$ cat src/cpu_defs.svh
//==========================================================================
// widths and reset vector of the MIPS32 subset pipeline
// the values are fixed by the instruction set and are not meant to change
//==========================================================================
`ifndef CPU_DEFS_SVH
`define CPU_DEFS_SVH

`define CPU_RESET_PC 32'h00400000   // first fetch address after reset
`define CPU_XLEN     32             // data, address and instruction width
`define CPU_REG_AW   5              // register index width

`endif

$ cat src/cpu_pkg.sv
//==========================================================================
// types shared by all pipeline stages
// a control word of all zeros is a bubble and has no side effect
//==========================================================================
`include "cpu_defs.svh"

package cpu_pkg;

    typedef logic [`CPU_XLEN-1:0]   word_t;
    typedef logic [`CPU_REG_AW-1:0] reg_idx_t;

    typedef enum logic [5:0] {
        OP_RTYPE = 6'h00,
        OP_BEQ   = 6'h04,
        OP_BNE   = 6'h05,
        OP_ADDI  = 6'h08,
        OP_LW    = 6'h23,
        OP_SW    = 6'h2b
    } opcode_e;

    typedef enum logic [5:0] {
        FN_ADD = 6'h20,
        FN_SUB = 6'h22,
        FN_AND = 6'h24,
        FN_OR  = 6'h25,
        FN_SLT = 6'h2a
    } funct_e;

    typedef enum logic [2:0] {
        ALU_ADD,
        ALU_SUB,
        ALU_AND,
        ALU_OR,
        ALU_SLT
    } alu_op_e;

    // encodings of the alu_op field in ctrl_t
    localparam logic [1:0] ALU_CLS_ADD   = 2'd0;
    localparam logic [1:0] ALU_CLS_SUB   = 2'd1;
    localparam logic [1:0] ALU_CLS_RTYPE = 2'd2;   // operation taken from funct

    typedef struct packed {
        logic       reg_write;
        logic       mem_read;
        logic       mem_write;
        logic       mem_to_reg;
        logic       alu_src_imm;
        logic       reg_dst_rd;
        logic       branch;
        logic       branch_ne;
        logic [1:0] alu_op;
    } ctrl_t;

endpackage

$ cat src/fetch_unit.sv
//==========================================================================
// program counter and fetch-to-decode register
// imem_data must be valid in the same cycle as imem_addr
// a squashed slot holds the all-zero word, which decodes as a no-operation
//==========================================================================
`timescale 1ns/1ns
`include "cpu_defs.svh"

module fetch_unit (
    input  logic           SYS_clk,
    input  logic           SYS_reset,
    input  logic           stall_decode,
    input  logic           mem_busy,
    input  logic           branch_taken,
    input  cpu_pkg::word_t branch_target,
    input  cpu_pkg::word_t imem_data,
    output cpu_pkg::word_t imem_addr,
    output cpu_pkg::word_t d_instr,
    output cpu_pkg::word_t d_pc
);

    cpu_pkg::word_t pc;
    logic           advance;

    assign advance   = !mem_busy && !stall_decode;   // both hold the front end
    assign imem_addr = pc;

    always_ff @(posedge SYS_clk or posedge SYS_reset)
    begin
        if (SYS_reset)
        begin
            pc      <= `CPU_RESET_PC;
            d_instr <= '0;
        end
        else if (advance)
        begin
            pc      <= branch_taken ? branch_target : pc + 32'd4;
            d_instr <= branch_taken ? '0 : imem_data;   // no delay slot
        end
    end

    always_ff @(posedge SYS_clk)
    begin
        if (advance)
            d_pc <= pc;
    end

endmodule

$ cat src/register_file.sv
//==========================================================================
// 32 x 32 register file, two read ports and one write port
// register zero reads as zero and writes to it are dropped
//==========================================================================
`timescale 1ns/1ns

module register_file (
    input  logic              SYS_clk,
    input  logic              SYS_reset,
    input  cpu_pkg::reg_idx_t rs_idx,
    input  cpu_pkg::reg_idx_t rt_idx,
    output cpu_pkg::word_t    rs_data,
    output cpu_pkg::word_t    rt_data,
    input  logic              wb_reg_write,
    input  cpu_pkg::reg_idx_t wb_dest,
    input  cpu_pkg::word_t    wb_data
);

    cpu_pkg::word_t regs [32];

    // write-back value of this cycle wins over the stored word
    function automatic cpu_pkg::word_t read_port(input cpu_pkg::reg_idx_t idx);
        if (idx == '0)
            return '0;
        else if (wb_reg_write && (wb_dest == idx))
            return wb_data;
        else
            return regs[idx];
    endfunction

    always_comb
    begin
        rs_data = read_port(rs_idx);
        rt_data = read_port(rt_idx);
    end

    always_ff @(posedge SYS_clk or posedge SYS_reset)
    begin
        if (SYS_reset)
        begin
            for (int i = 0; i < 32; i++)
                regs[i] <= '0;
        end
        else if (wb_reg_write && (wb_dest != '0))
            regs[wb_dest] <= wb_data;
    end

endmodule

$ cat src/hazard_unit.sv
//==========================================================================
// stall and forward control for the decode stage
// only ALU results of the memory stage are forwarded, loads there stall
//==========================================================================
`timescale 1ns/1ns

module hazard_unit (
    input  cpu_pkg::word_t    d_instr,
    input  cpu_pkg::ctrl_t    ex_ctrl,
    input  cpu_pkg::ctrl_t    mem_ctrl,
    input  cpu_pkg::reg_idx_t ex_dest,
    input  cpu_pkg::reg_idx_t mem_dest,
    output logic              stall_decode,
    output logic              fwd_rs,
    output logic              fwd_rt
);

    cpu_pkg::reg_idx_t rs;
    cpu_pkg::reg_idx_t rt;
    logic              uses_rs;
    logic              uses_rt;
    logic              ex_rs;
    logic              ex_rt;
    logic              mem_rs;
    logic              mem_rt;

    assign rs = d_instr[25:21];
    assign rt = d_instr[20:16];

    always_comb
    begin
        uses_rs = 1'b0;
        uses_rt = 1'b0;
        case (cpu_pkg::opcode_e'(d_instr[31:26]))
            cpu_pkg::OP_RTYPE, cpu_pkg::OP_SW, cpu_pkg::OP_BEQ, cpu_pkg::OP_BNE:
            begin
                uses_rs = 1'b1;
                uses_rt = 1'b1;
            end
            cpu_pkg::OP_ADDI, cpu_pkg::OP_LW:
                uses_rs = 1'b1;   // rt is the destination here
            default:
                uses_rs = 1'b0;
        endcase
    end

    // source matches, register zero never counts
    assign ex_rs  = uses_rs && (rs != '0) && ex_ctrl.reg_write && (ex_dest == rs);
    assign ex_rt  = uses_rt && (rt != '0) && ex_ctrl.reg_write && (ex_dest == rt);
    assign mem_rs = uses_rs && (rs != '0) && mem_ctrl.reg_write && (mem_dest == rs);
    assign mem_rt = uses_rt && (rt != '0) && mem_ctrl.reg_write && (mem_dest == rt);

    assign stall_decode = ex_rs || ex_rt || (mem_ctrl.mem_read && (mem_rs || mem_rt));
    assign fwd_rs       = mem_rs && !mem_ctrl.mem_read;
    assign fwd_rt       = mem_rt && !mem_ctrl.mem_read;

endmodule

$ cat src/decode_stage.sv
//==========================================================================
// instruction decode, operand read and branch resolution
// unknown opcodes and R-type functions decode as a no-operation
// branch_taken is only acted on when the decode stage is not stalled
//==========================================================================
`timescale 1ns/1ns

module decode_stage (
    input  logic              SYS_clk,
    input  logic              SYS_reset,
    input  cpu_pkg::word_t    d_instr,
    input  cpu_pkg::word_t    d_pc,
    input  logic              fwd_rs,
    input  logic              fwd_rt,
    input  cpu_pkg::word_t    mem_alu_result,
    input  logic              wb_reg_write,
    input  cpu_pkg::reg_idx_t wb_dest,
    input  cpu_pkg::word_t    wb_data,
    output cpu_pkg::ctrl_t    d_ctrl,
    output cpu_pkg::word_t    d_rs_val,
    output cpu_pkg::word_t    d_rt_val,
    output cpu_pkg::word_t    d_imm,
    output cpu_pkg::reg_idx_t d_dest,
    output logic              branch_taken,
    output cpu_pkg::word_t    branch_target
);

    cpu_pkg::word_t rs_data;
    cpu_pkg::word_t rt_data;
    logic           operands_equal;

    register_file u_regs (
        .SYS_clk      (SYS_clk),
        .SYS_reset    (SYS_reset),
        .rs_idx       (d_instr[25:21]),
        .rt_idx       (d_instr[20:16]),
        .rs_data      (rs_data),
        .rt_data      (rt_data),
        .wb_reg_write (wb_reg_write),
        .wb_dest      (wb_dest),
        .wb_data      (wb_data)
    );

    always_comb
    begin
        d_ctrl = '0;
        case (cpu_pkg::opcode_e'(d_instr[31:26]))
            cpu_pkg::OP_RTYPE:
            begin
                case (cpu_pkg::funct_e'(d_instr[5:0]))
                    cpu_pkg::FN_ADD, cpu_pkg::FN_SUB, cpu_pkg::FN_AND,
                    cpu_pkg::FN_OR, cpu_pkg::FN_SLT:
                    begin
                        d_ctrl.reg_write  = 1'b1;
                        d_ctrl.reg_dst_rd = 1'b1;
                        d_ctrl.alu_op     = cpu_pkg::ALU_CLS_RTYPE;
                    end
                    default:
                        d_ctrl = '0;
                endcase
            end
            cpu_pkg::OP_ADDI:
            begin
                d_ctrl.reg_write   = 1'b1;
                d_ctrl.alu_src_imm = 1'b1;
            end
            cpu_pkg::OP_LW:
            begin
                d_ctrl.reg_write   = 1'b1;
                d_ctrl.mem_read    = 1'b1;
                d_ctrl.mem_to_reg  = 1'b1;
                d_ctrl.alu_src_imm = 1'b1;   // address is rs plus offset
            end
            cpu_pkg::OP_SW:
            begin
                d_ctrl.mem_write   = 1'b1;
                d_ctrl.alu_src_imm = 1'b1;
            end
            cpu_pkg::OP_BEQ, cpu_pkg::OP_BNE:
            begin
                d_ctrl.branch    = 1'b1;
                d_ctrl.branch_ne = d_instr[26];   // bne differs from beq in bit 26
                d_ctrl.alu_op    = cpu_pkg::ALU_CLS_SUB;
            end
            default:
                d_ctrl = '0;
        endcase
    end

    assign d_imm  = {{16{d_instr[15]}}, d_instr[15:0]};
    assign d_dest = d_ctrl.reg_dst_rd ? d_instr[15:11] : d_instr[20:16];

    assign d_rs_val = fwd_rs ? mem_alu_result : rs_data;
    assign d_rt_val = fwd_rt ? mem_alu_result : rt_data;

    // compare on forwarded operands
    assign operands_equal = (d_rs_val == d_rt_val);
    assign branch_taken   = d_ctrl.branch && (d_ctrl.branch_ne ? !operands_equal : operands_equal);
    assign branch_target  = d_pc + 32'd4 + {d_imm[29:0], 2'b00};

endmodule

$ cat src/execute_stage.sv
//==========================================================================
// decode-to-execute register, ALU control and ALU
// overflow is not detected, add and sub wrap
//==========================================================================
`timescale 1ns/1ns

module execute_stage (
    input  logic              SYS_clk,
    input  logic              SYS_reset,
    input  logic              stall_decode,
    input  logic              mem_busy,
    input  cpu_pkg::ctrl_t    d_ctrl,
    input  cpu_pkg::word_t    d_rs_val,
    input  cpu_pkg::word_t    d_rt_val,
    input  cpu_pkg::word_t    d_imm,
    input  cpu_pkg::reg_idx_t d_dest,
    input  logic [5:0]        d_funct,
    output cpu_pkg::ctrl_t    ex_ctrl,
    output cpu_pkg::reg_idx_t ex_dest,
    output cpu_pkg::word_t    ex_alu_result,
    output cpu_pkg::word_t    ex_store_data
);

    cpu_pkg::word_t   rs_val;
    cpu_pkg::word_t   imm;
    cpu_pkg::word_t   operand_b;
    logic [5:0]       funct;
    cpu_pkg::alu_op_e alu_op;

    always_ff @(posedge SYS_clk or posedge SYS_reset)
    begin
        if (SYS_reset)
        begin
            ex_ctrl <= '0;
            ex_dest <= '0;
        end
        else if (!mem_busy)
        begin
            ex_ctrl <= stall_decode ? '0 : d_ctrl;   // bubble while decode waits
            ex_dest <= d_dest;
        end
    end

    always_ff @(posedge SYS_clk)
    begin
        if (!mem_busy)
        begin
            rs_val        <= d_rs_val;
            ex_store_data <= d_rt_val;   // rt doubles as store data
            imm           <= d_imm;
            funct         <= d_funct;
        end
    end

    always_comb
    begin
        case (ex_ctrl.alu_op)
            cpu_pkg::ALU_CLS_SUB:
                alu_op = cpu_pkg::ALU_SUB;
            cpu_pkg::ALU_CLS_RTYPE:
            begin
                case (cpu_pkg::funct_e'(funct))
                    cpu_pkg::FN_SUB: alu_op = cpu_pkg::ALU_SUB;
                    cpu_pkg::FN_AND: alu_op = cpu_pkg::ALU_AND;
                    cpu_pkg::FN_OR:  alu_op = cpu_pkg::ALU_OR;
                    cpu_pkg::FN_SLT: alu_op = cpu_pkg::ALU_SLT;
                    default:         alu_op = cpu_pkg::ALU_ADD;
                endcase
            end
            default:
                alu_op = cpu_pkg::ALU_ADD;   // addi, lw, sw
        endcase
    end

    assign operand_b = ex_ctrl.alu_src_imm ? imm : ex_store_data;

    always_comb
    begin
        case (alu_op)
            cpu_pkg::ALU_SUB: ex_alu_result = rs_val - operand_b;
            cpu_pkg::ALU_AND: ex_alu_result = rs_val & operand_b;
            cpu_pkg::ALU_OR:  ex_alu_result = rs_val | operand_b;
            cpu_pkg::ALU_SLT: ex_alu_result = ($signed(rs_val) < $signed(operand_b)) ? 32'd1 : 32'd0;
            default:          ex_alu_result = rs_val + operand_b;
        endcase
    end

endmodule

$ cat src/memory_stage.sv
//==========================================================================
// memory stage with a Wishbone classic master and the write-back register
// full-word accesses only, addresses are assumed word aligned
// mem_busy holds the whole pipeline until wb_ack
//==========================================================================
`timescale 1ns/1ns

module memory_stage (
    input  logic              SYS_clk,
    input  logic              SYS_reset,
    input  cpu_pkg::ctrl_t    ex_ctrl,
    input  cpu_pkg::reg_idx_t ex_dest,
    input  cpu_pkg::word_t    ex_alu_result,
    input  cpu_pkg::word_t    ex_store_data,
    output cpu_pkg::ctrl_t    mem_ctrl,
    output cpu_pkg::reg_idx_t mem_dest,
    output cpu_pkg::word_t    mem_alu_result,
    output logic              mem_busy,
    output logic              wb_cyc,
    output logic              wb_stb,
    output logic              wb_we,
    output cpu_pkg::word_t    wb_adr,
    output cpu_pkg::word_t    wb_dat_o,
    input  cpu_pkg::word_t    wb_dat_i,
    input  logic              wb_ack,
    output logic              wb_reg_write,
    output cpu_pkg::reg_idx_t wb_dest,
    output cpu_pkg::word_t    wb_data
);

    logic           access;
    logic           wb_mem_to_reg;
    cpu_pkg::word_t wb_alu_result;
    cpu_pkg::word_t wb_load_data;

    always_ff @(posedge SYS_clk or posedge SYS_reset)
    begin
        if (SYS_reset)
        begin
            mem_ctrl <= '0;
            mem_dest <= '0;
        end
        else if (!mem_busy)
        begin
            mem_ctrl <= ex_ctrl;
            mem_dest <= ex_dest;
        end
    end

    always_ff @(posedge SYS_clk)
    begin
        if (!mem_busy)
        begin
            mem_alu_result <= ex_alu_result;
            wb_dat_o       <= ex_store_data;
        end
    end

    // bus signals come straight from the stage register, so they hold until ack
    assign access   = mem_ctrl.mem_read || mem_ctrl.mem_write;
    assign wb_cyc   = access;
    assign wb_stb   = access;   // stays high into the next access when back to back
    assign wb_we    = mem_ctrl.mem_write;
    assign wb_adr   = mem_alu_result;
    assign mem_busy = access && !wb_ack;

    always_ff @(posedge SYS_clk or posedge SYS_reset)
    begin
        if (SYS_reset)
        begin
            wb_reg_write  <= 1'b0;
            wb_mem_to_reg <= 1'b0;
            wb_dest       <= '0;
        end
        else if (!mem_busy)
        begin
            wb_reg_write  <= mem_ctrl.reg_write;
            wb_mem_to_reg <= mem_ctrl.mem_to_reg;
            wb_dest       <= mem_dest;
        end
    end

    always_ff @(posedge SYS_clk)
    begin
        if (!mem_busy)
            wb_alu_result <= mem_alu_result;
        if (wb_ack)
            wb_load_data <= wb_dat_i;   // read data valid in the ack cycle
    end

    assign wb_data = wb_mem_to_reg ? wb_load_data : wb_alu_result;

endmodule

$ cat src/mips_pipeline.sv
//==========================================================================
// five-stage MIPS32 subset pipeline, top level
// instruction fetch is a combinational port, data goes over Wishbone classic
// no exceptions, no jump, no byte selects
//==========================================================================
`timescale 1ns/1ns

module mips_pipeline (
    input  logic           SYS_clk,
    input  logic           SYS_reset,
    output cpu_pkg::word_t imem_addr,
    input  cpu_pkg::word_t imem_data,
    output logic           wb_cyc,
    output logic           wb_stb,
    output logic           wb_we,
    output cpu_pkg::word_t wb_adr,
    output cpu_pkg::word_t wb_dat_o,
    input  cpu_pkg::word_t wb_dat_i,
    input  logic           wb_ack
);

    cpu_pkg::word_t    d_instr;
    cpu_pkg::word_t    d_pc;
    logic              stall_decode;
    logic              mem_busy;
    logic              branch_taken;
    cpu_pkg::word_t    branch_target;
    logic              fwd_rs;
    logic              fwd_rt;
    cpu_pkg::ctrl_t    d_ctrl;
    cpu_pkg::word_t    d_rs_val;
    cpu_pkg::word_t    d_rt_val;
    cpu_pkg::word_t    d_imm;
    cpu_pkg::reg_idx_t d_dest;
    cpu_pkg::ctrl_t    ex_ctrl;
    cpu_pkg::reg_idx_t ex_dest;
    cpu_pkg::word_t    ex_alu_result;
    cpu_pkg::word_t    ex_store_data;
    cpu_pkg::ctrl_t    mem_ctrl;
    cpu_pkg::reg_idx_t mem_dest;
    cpu_pkg::word_t    mem_alu_result;
    logic              wb_reg_write;
    cpu_pkg::reg_idx_t wb_dest;
    cpu_pkg::word_t    wb_data;

    fetch_unit u_fetch (
        .SYS_clk       (SYS_clk),
        .SYS_reset     (SYS_reset),
        .stall_decode  (stall_decode),
        .mem_busy      (mem_busy),
        .branch_taken  (branch_taken),
        .branch_target (branch_target),
        .imem_data     (imem_data),
        .imem_addr     (imem_addr),
        .d_instr       (d_instr),
        .d_pc          (d_pc)
    );

    hazard_unit u_hazard (
        .d_instr      (d_instr),
        .ex_ctrl      (ex_ctrl),
        .mem_ctrl     (mem_ctrl),
        .ex_dest      (ex_dest),
        .mem_dest     (mem_dest),
        .stall_decode (stall_decode),
        .fwd_rs       (fwd_rs),
        .fwd_rt       (fwd_rt)
    );

    decode_stage u_decode (
        .SYS_clk        (SYS_clk),
        .SYS_reset      (SYS_reset),
        .d_instr        (d_instr),
        .d_pc           (d_pc),
        .fwd_rs         (fwd_rs),
        .fwd_rt         (fwd_rt),
        .mem_alu_result (mem_alu_result),
        .wb_reg_write   (wb_reg_write),
        .wb_dest        (wb_dest),
        .wb_data        (wb_data),
        .d_ctrl         (d_ctrl),
        .d_rs_val       (d_rs_val),
        .d_rt_val       (d_rt_val),
        .d_imm          (d_imm),
        .d_dest         (d_dest),
        .branch_taken   (branch_taken),
        .branch_target  (branch_target)
    );

    execute_stage u_execute (
        .SYS_clk       (SYS_clk),
        .SYS_reset     (SYS_reset),
        .stall_decode  (stall_decode),
        .mem_busy      (mem_busy),
        .d_ctrl        (d_ctrl),
        .d_rs_val      (d_rs_val),
        .d_rt_val      (d_rt_val),
        .d_imm         (d_imm),
        .d_dest        (d_dest),
        .d_funct       (d_instr[5:0]),
        .ex_ctrl       (ex_ctrl),
        .ex_dest       (ex_dest),
        .ex_alu_result (ex_alu_result),
        .ex_store_data (ex_store_data)
    );

    memory_stage u_memory (
        .SYS_clk        (SYS_clk),
        .SYS_reset      (SYS_reset),
        .ex_ctrl        (ex_ctrl),
        .ex_dest        (ex_dest),
        .ex_alu_result  (ex_alu_result),
        .ex_store_data  (ex_store_data),
        .mem_ctrl       (mem_ctrl),
        .mem_dest       (mem_dest),
        .mem_alu_result (mem_alu_result),
        .mem_busy       (mem_busy),
        .wb_cyc         (wb_cyc),
        .wb_stb         (wb_stb),
        .wb_we          (wb_we),
        .wb_adr         (wb_adr),
        .wb_dat_o       (wb_dat_o),
        .wb_dat_i       (wb_dat_i),
        .wb_ack         (wb_ack),
        .wb_reg_write   (wb_reg_write),
        .wb_dest        (wb_dest),
        .wb_data        (wb_data)
    );

endmodule

$ cat config.mk
export PLATFORM = sky130hd
export DESIGN_NAME = mips_pipeline
export DESIGN_NICKNAME = d
export VERILOG_FILES = /design/src/cpu_pkg.sv /design/src/fetch_unit.sv /design/src/register_file.sv /design/src/hazard_unit.sv /design/src/decode_stage.sv /design/src/execute_stage.sv /design/src/memory_stage.sv /design/src/mips_pipeline.sv
export VERILOG_INCLUDE_DIRS = /design/src
export SDC_FILE = /design/constraint.sdc
export NUM_CORES = 2
export LEC_CHECK = 0
export BUFFER_PORTS_ARGS = -buffer_cell sky130_fd_sc_hd__buf_2
export CAP_MARGIN = 0
export CORE_ASPECT_RATIO = 0.9
export CORE_MARGIN = 2
export CORE_UTILIZATION = 40
export CTS_BUF_LIST = sky130_fd_sc_hd__clkbuf_8
export DETAILED_ROUTE_END_ITERATION = 16
export PLACE_DENSITY = 0.52
export SLEW_MARGIN = 30
export SYNTH_ARGS = -nofsm -noshare
export SYNTH_HDL_FRONTEND = slang
export SYNTH_HIERARCHICAL = 1
export SYNTH_SLANG_ARGS = --single-unit
$ cat constraint.sdc
create_clock -name SYS_clk -period 36.7 [get_ports SYS_clk]
set_clock_uncertainty 0.15 [all_clocks]
set_input_delay 0 -clock SYS_clk [delete_from_list [all_inputs] [get_ports SYS_clk]]
set_output_delay 0 -clock SYS_clk [all_outputs]
set_load 0.03 [all_outputs]
Word-level counts from Yosys, hierarchy flattened:

Index checks and enable logic that the tools add are counted.

* register bits after elaboration: 1362
* input bits: 67

* add/sub/neg operators: 5
* order comparisons: 5
* equal/unequal tests: 27
* mux-type cells: 36
* bitwise gates (word level): 5
* reductions and logical operators: 41

Operator list (number)
* bitwise mux 1024 bit: 1
* 2-to-1 mux 32 bit: 15
* binary-select mux 32 bit (select 5 bit): 2
* demux 32 bit (select 5 bit): 1
* one-hot mux 32 bit (4 select lines): 1
* == test 6 bit, second input constant: 11
* adder 32 x 3 -> 32 bit, second input constant: 2
* adder 32 bit: 2
* AND 32 bit: 1
* == test 32 bit: 1
* less-than comparator 32 bit: 1
* OR 32 bit: 1
* subtractor 32 bit: 1
* == test 5 bit: 6
* logical AND 1 bit: 20
* greater-or-equal comparator 6 bit, second input constant: 3
* inverter 5 -> 6 bit: 3
* nonzero test 5 bit: 3
* == test 6 x 3 -> 1 bit, second input constant: 2
* one-hot mux 3 bit (4 select lines): 1
* logical NOT 5 bit: 2
* 2-to-1 mux 10 bit: 1
* 2-to-1 mux 1 bit: 9
* one-hot mux 4 bit (2 select lines): 1
* 19 further kinds: 28

Logic depth before layout (Yosys ltp):

* depth after elaboration: 13
* depth in mapped cells: 22

Modules after synthesis:

The synthesis kept the hierarchy.

By module, submodules not included
* register_file: instances 1, cells each 3781, area each 55593.3 um^2, sequential area each 25624.6 um^2
* execute_stage: instances 1, cells each 945, area each 9220.1 um^2, sequential area each 3438.3 um^2
* memory_stage: instances 1, cells each 251, area each 5426.5 um^2, sequential area each 4394.2 um^2
* fetch_unit: instances 1, cells each 410, area each 4205.3 um^2, sequential area each 2563.7 um^2
* decode_stage: instances 1, cells each 502, area each 4106.4 um^2, sequential area each 0.0 um^2
* hazard_unit: instances 1, cells each 46, area each 349.1 um^2, sequential area each 0.0 um^2

Worst setup path after synthesis:

Ideal clock, no wire load.

* kind: register -> register
* from: register u_fetch.d_instr[21]
* to: register u_fetch.pc[9], in the netlist u_fetch/imem_addr[9]
* setup time: 0.078 ns
* arrival: 4.379 ns
* data required time: 36.472 ns
* slack: 32.093 ns
* cell stages (with the launch flop): 19
* buffers on the path: 4
* period minus slack after synthesis: 4.607 ns
* cell sequence: dfrtp_1 -> buf_6 -> buf_2 -> mux4_2 -> mux4_2 -> nand3_1 -> nand3_1 -> xor2_1 -> nor4_1 -> mux2i_1 -> nor4_1 -> a32oi_1 -> nor3_2 -> mux2_1 -> clkbuf_1 -> nand2_1 -> clkbuf_1 -> o22ai_1 -> a21oi_1

* word-level cells in the longest chain between the ends: 12
* elaborated cells on any way between the ends: 30
* classes of those cells: eq/ne (4); mux (8); bitwise (1); reduce/logical (17)

Ends and longest elaborated chain
* from (decl): RTL line fetch_unit.sv:18 `output cpu_pkg::word_t d_instr,`
* from (signal assigned): RTL line fetch_unit.sv:38 `d_instr <= branch_taken ? '0 : imem_data;`
* inverter 5 -> 6 bit (not written as such): RTL line register_file.sv:28 `return regs[idx];`
* binary-select mux 32 bit (select 5 bit): RTL line register_file.sv:28
* 2-to-1 mux 32 bit (not written as such) (2 in series): RTL line register_file.sv:28
* 2-to-1 mux 32 bit: RTL line register_file.sv:25 `else if (wb_reg_write && (wb_dest == idx))`
* 2-to-1 mux 32 bit *: RTL line register_file.sv:23 `if (idx == '0)`
* net u_decode.rs_data[12]: RTL line decode_stage.sv:28 `cpu_pkg::word_t rs_data;`
* 2-to-1 mux 32 bit *: RTL line decode_stage.sv:93 `assign d_rs_val = fwd_rs ? mem_alu_result : rs_data;`
* == test 32 bit *: RTL line decode_stage.sv:97 `assign operands_equal = (d_rs_val == d_rt_val);`
* logical NOT 1 bit: RTL line decode_stage.sv:98 `assign branch_taken = d_ctrl.branch && (d_ctrl.branch_ne ? !operands_equal : operands_equal);`
* 2-to-1 mux 1 bit *: RTL line decode_stage.sv:98
* logical AND 1 bit *: RTL line decode_stage.sv:98
* net branch_taken: RTL line mips_pipeline.sv:26 `logic branch_taken;`
* 2-to-1 mux 32 bit *: RTL line fetch_unit.sv:37 `pc <= branch_taken ? branch_target : pc + 32'd4;`
* to (signal assigned): RTL line fetch_unit.sv:32 `` pc <= `CPU_RESET_PC; ``
* to (signal assigned): RTL line fetch_unit.sv:37
* to (decl): RTL line fetch_unit.sv:22 `cpu_pkg::word_t pc;`

The timed path passes the listed nets; every way through them passes the cells marked *. The select of a mux whose other input is x is not followed.
A chain may end at the register's enable or synchronous reset.

Final worst setup path:

* from: register u_fetch.d_instr[21]
* to: register u_fetch.pc[12], in the netlist u_fetch/imem_addr[12]

* word-level cells in the longest chain between the ends: 12
* elaborated cells on any way between the ends: 30
* classes of those cells: eq/ne (4); mux (8); bitwise (1); reduce/logical (17)

Ends and longest elaborated chain
* inverter 5 -> 6 bit (not written as such): RTL line register_file.sv:28
* binary-select mux 32 bit (select 5 bit): RTL line register_file.sv:28
* 2-to-1 mux 32 bit (not written as such) (2 in series): RTL line register_file.sv:28
* 2-to-1 mux 32 bit: RTL line register_file.sv:25
* 2-to-1 mux 32 bit *: RTL line register_file.sv:23
* net u_decode.rs_data[23]: RTL line decode_stage.sv:28
* 2-to-1 mux 32 bit *: RTL line decode_stage.sv:93
* net d_rs_val[23]: RTL line mips_pipeline.sv:31 `cpu_pkg::word_t d_rs_val;`
* == test 32 bit *: RTL line decode_stage.sv:97
* logical NOT 1 bit: RTL line decode_stage.sv:98
* 2-to-1 mux 1 bit *: RTL line decode_stage.sv:98
* logical AND 1 bit *: RTL line decode_stage.sv:98
* net branch_taken: RTL line mips_pipeline.sv:26
* 2-to-1 mux 32 bit *: RTL line fetch_unit.sv:37

Marks and branches as above.

==> results by group <==
Final layout
  – Final core utilization: 44.5%
  – Layout cells sized above 1: 37.6%
  – Max FFs per register: ~1,000
  – Largest Register: u_decode/u_regs/regs
  – Layout area overhead: 10.7%
  – Final #Nets: about 6,200

Critical path
  – Critical Path RT: 37.42 ns
  – FF-to-FF Start: u_fetch/d_instr[21]$_DFFE_PP0P_
  – RR Endpoint: u_fetch/imem_addr[12]$_DFFE_PP0P_
  – Crit start category: flop
  – R2R cell count: 22
  – FF-to-FF setup slack: roughly 27 ns
  – CP startpoint: u_fetch/d_instr[21]$_DFFE_PP0P_
  – Maximum fanout along the worst path: 43
  – Critical path type: reg2reg
  – CP arrival: 10.28 ns
  – CP endpoint kind: flop
  – CP endpoint: u_fetch/imem_addr[12]$_DFFE_PP0P_

Timing
  – Final min period: between 9 and 10 ns
  – Tcrit/Tclk final: between 20% and 30%
  – Worst Max-Slew Pin Slew: between 1 and 1.5 ns
  – Final setup viols: 0
  – Setup TNS: 0 ns
  – Worst rel slew slack: 24.6%
  – Setup WS post-layout: 27.14 ns
  – Hold Fails Final Rpt: 0
  – Final slew viol count: 0
  – Highest Clock Rate: 105 MHz
  – Unrepaired setup endpoints after global routing: no

Synthesis
  – Syn Area/Cell: roughly 13 um^2
  – Synth Warn #: 6
  – Post-synthesis cell area: approximately 79,000 um^2
  – Syn_nets: between 6,000 and 7,000
  – Mapped Cells: a little under 6,000

Floorplan
  – Row cnt: ~150
  – Die X: 471 um
  – Initial cell density of the core: around two fifths
  – Die Height: 424 um
  – Core area: between 150,000 and 200,000 um^2
  – # IOs: about 170
  – Die area: between 150,000 and 200,000 um^2

Pwr
  – Psw: between 1.5 and 2 mW
  – LEAKAGE: about 39 nW
  – Max IR drop VDD: roughly 46 uV
  – Int Pwr: around 3.1 mW
  – Sw frac: 37.2%
  – Combinational Power Share: between 30% and 40%
  – Sequential share of power: about two fifths
  – Power Density: about 57 nW/um^2
  – Clock Power Share: 28.8%

Clock tree
  – Clk_lat worst skew: approximately 0.98 ns
  – Post-CTS Setup Inserts: 0
  – Clock-pin slew on the worst setup and hold paths: about 0.060 ns
  – CTS tree: done
  – CTS root buffer: clkbuf_8
  – CTS buffer count: around 230
  – CTS sink cnt: 1,378
  – H-tree depth: 4
  – CTS-repair resized insts: 0
  – Clock tree buffer depth: 3
  – Cts hold-fix bufs: between 100 and 150

Global route
  – Number of global-route vias before repair: approximately 54,000
  – Largest net degree at the start of global routing: roughly 160
  – First-pass GRT wire length: 399,000 um
  – GRT Util Overall: 27.4%
  – Initial antenna violation count: 8
  – Total grt overflow: 0

Detailed routing
  – Drt total wl: roughly 280,000 um
  – DR pass1 iterations: 6
  – Routed vias/inst: 6.20
  – Antenna viol nets, final: 0
  – DRC viols: 0
  – DR iter-0 viols: 5,904
  – Routed WL per cell: approximately 32 um
  – DR vias: roughly 54,000

Outcome
  – Status: completed

Placement
  – Dpl ws: 27.33 ns
  – DP HPWL: around 170,000 um
  – RD Place Congestion: 0.890
  – I/O Buffers: 165

Run
  – Max-Cap Viols: 0

Worst hold path
  – Worst min path class: in2reg
==> through the flow <==
| stage | std cells | hold WS, ns | power (mW) | area (um^2) |
|---|---|---|---|---|
| 5_1_grt | 8757 | 0.0377 | 5.21 | 87000 |
| 3_5_place_dp | 8198 | -0.113 | 3.53 | 80700 |
| 3_3_place_gp | 8197 | -0.124 | 3.53 | 80700 |
| 2_1_floorplan | 5908 | -0.285 | 3.05 | 78500 |
| 4_1_cts | 8751 | 0.000802 | 5.00 | 86900 |
| 6_report | 8759 | 0.106 | 4.98 | 87000 |
==> metal layers <==
layer  share of wire [%]  track usage [%]  vias to the layer above  routed length (um)
met5                   0                0                        -                   0
met4                 3.4             9.15                        0                9440
met3                 7.7             5.78                      472               21500
met2                  44             40.5                     2277              122000
met1                  45             39.9                    29000              125000
li1                    -                -                    22600                   -
==> layout make-up <==
class	count	area (um^2)
fill	17800	108000
multi-input combinational	3826	39300
sequential	1378	35800
clock buffer	293	4030
timing repair buffer	429	3290
tap	2574	3220
clock inverter	127	763
inverter	126	489
antenna	6	15.0
==> placed cells by master, fill, tap and decap left out, types with 20 or more instances in the layout <==
cell           count
mux2_2          1102
a22oi_1           29
o22ai_1           77
edfxtp_1         262
a221oi_1          65
clkinv_2          20
nand3_1          115
nor4_1            24
a21o_1            26
mux4_2           430
buf_4            114
nor2b_1           33
nor3_1            59
inv_1            193
nand4_1           20
a221o_1           29
nand2_1          230
dlygate4sd3_1    133
o211ai_1          45
xor2_1            72
a21oi_1          160
o221ai_1          20
dfrtp_1         1103
xnor2_1           96
a211oi_1          42
o21ai_0          113
o21ai_1           24
ha_1             179
mux2i_1          276
nand2b_1          34
clkbuf_8         293
buf_2            165
nor2_1           143
==> critical path: stages (launching register included) <==
cell and delay (ns):
dfrtp_4 0.65, buf_4 0.70, buf_4 0.79, buf_4 0.74, buf_4 0.74, mux2i_1 0.16
a22oi_1 0.20, o211ai_1 0.24, or3_1 0.42, a31oi_1 0.54, mux2_4 0.28, xnor2_1 0.12
nand4_1 0.16, nor4_1 0.46, a32oi_1 0.20, nor3_2 0.62, mux2_1 0.25, buf_4 0.32
clkinv_1 0.46, buf_4 0.44, nor2_1 0.40, a22oi_1 0.10, o21ai_0 0.12
==> power by group through the flow <==
stage	registers (mW)	clock network, mW	logic, mW
6_report	2.03	1.43	1.52
5_1_grt	2.05	1.53	1.62
4_1_cts	2.03	1.47	1.50
3_5_place_dp	2.05	0	1.48
3_3_place_gp	2.05	0	1.48
2_1_floorplan	1.99	0	1.07
==> worst min path at each step <==
stage | start | end | slack [ns] | cells past startpoint
floorplan | SYS_reset | u_execute/ex_ctrl[0]$_DFFE_PP0N_ | -0.29 | 1
global placement | SYS_reset | u_fetch/d_instr[21]$_DFFE_PP0P_ | -0.12 | 2
detailed placement | SYS_reset | u_fetch/d_instr[21]$_DFFE_PP0P_ | -0.11 | 2
CTS | wb_dat_i[5] | u_memory/wb_load_data[5]$_DFFE_PP_ | 0.0008 | 3
global route | wb_dat_i[29] | u_memory/wb_load_data[29]$_DFFE_PP_ | 0.04 | 3
finish | wb_dat_i[2] | u_memory/wb_load_data[2]$_DFFE_PP_ | 0.11 | 3
(Power assumes the default switching activity.)
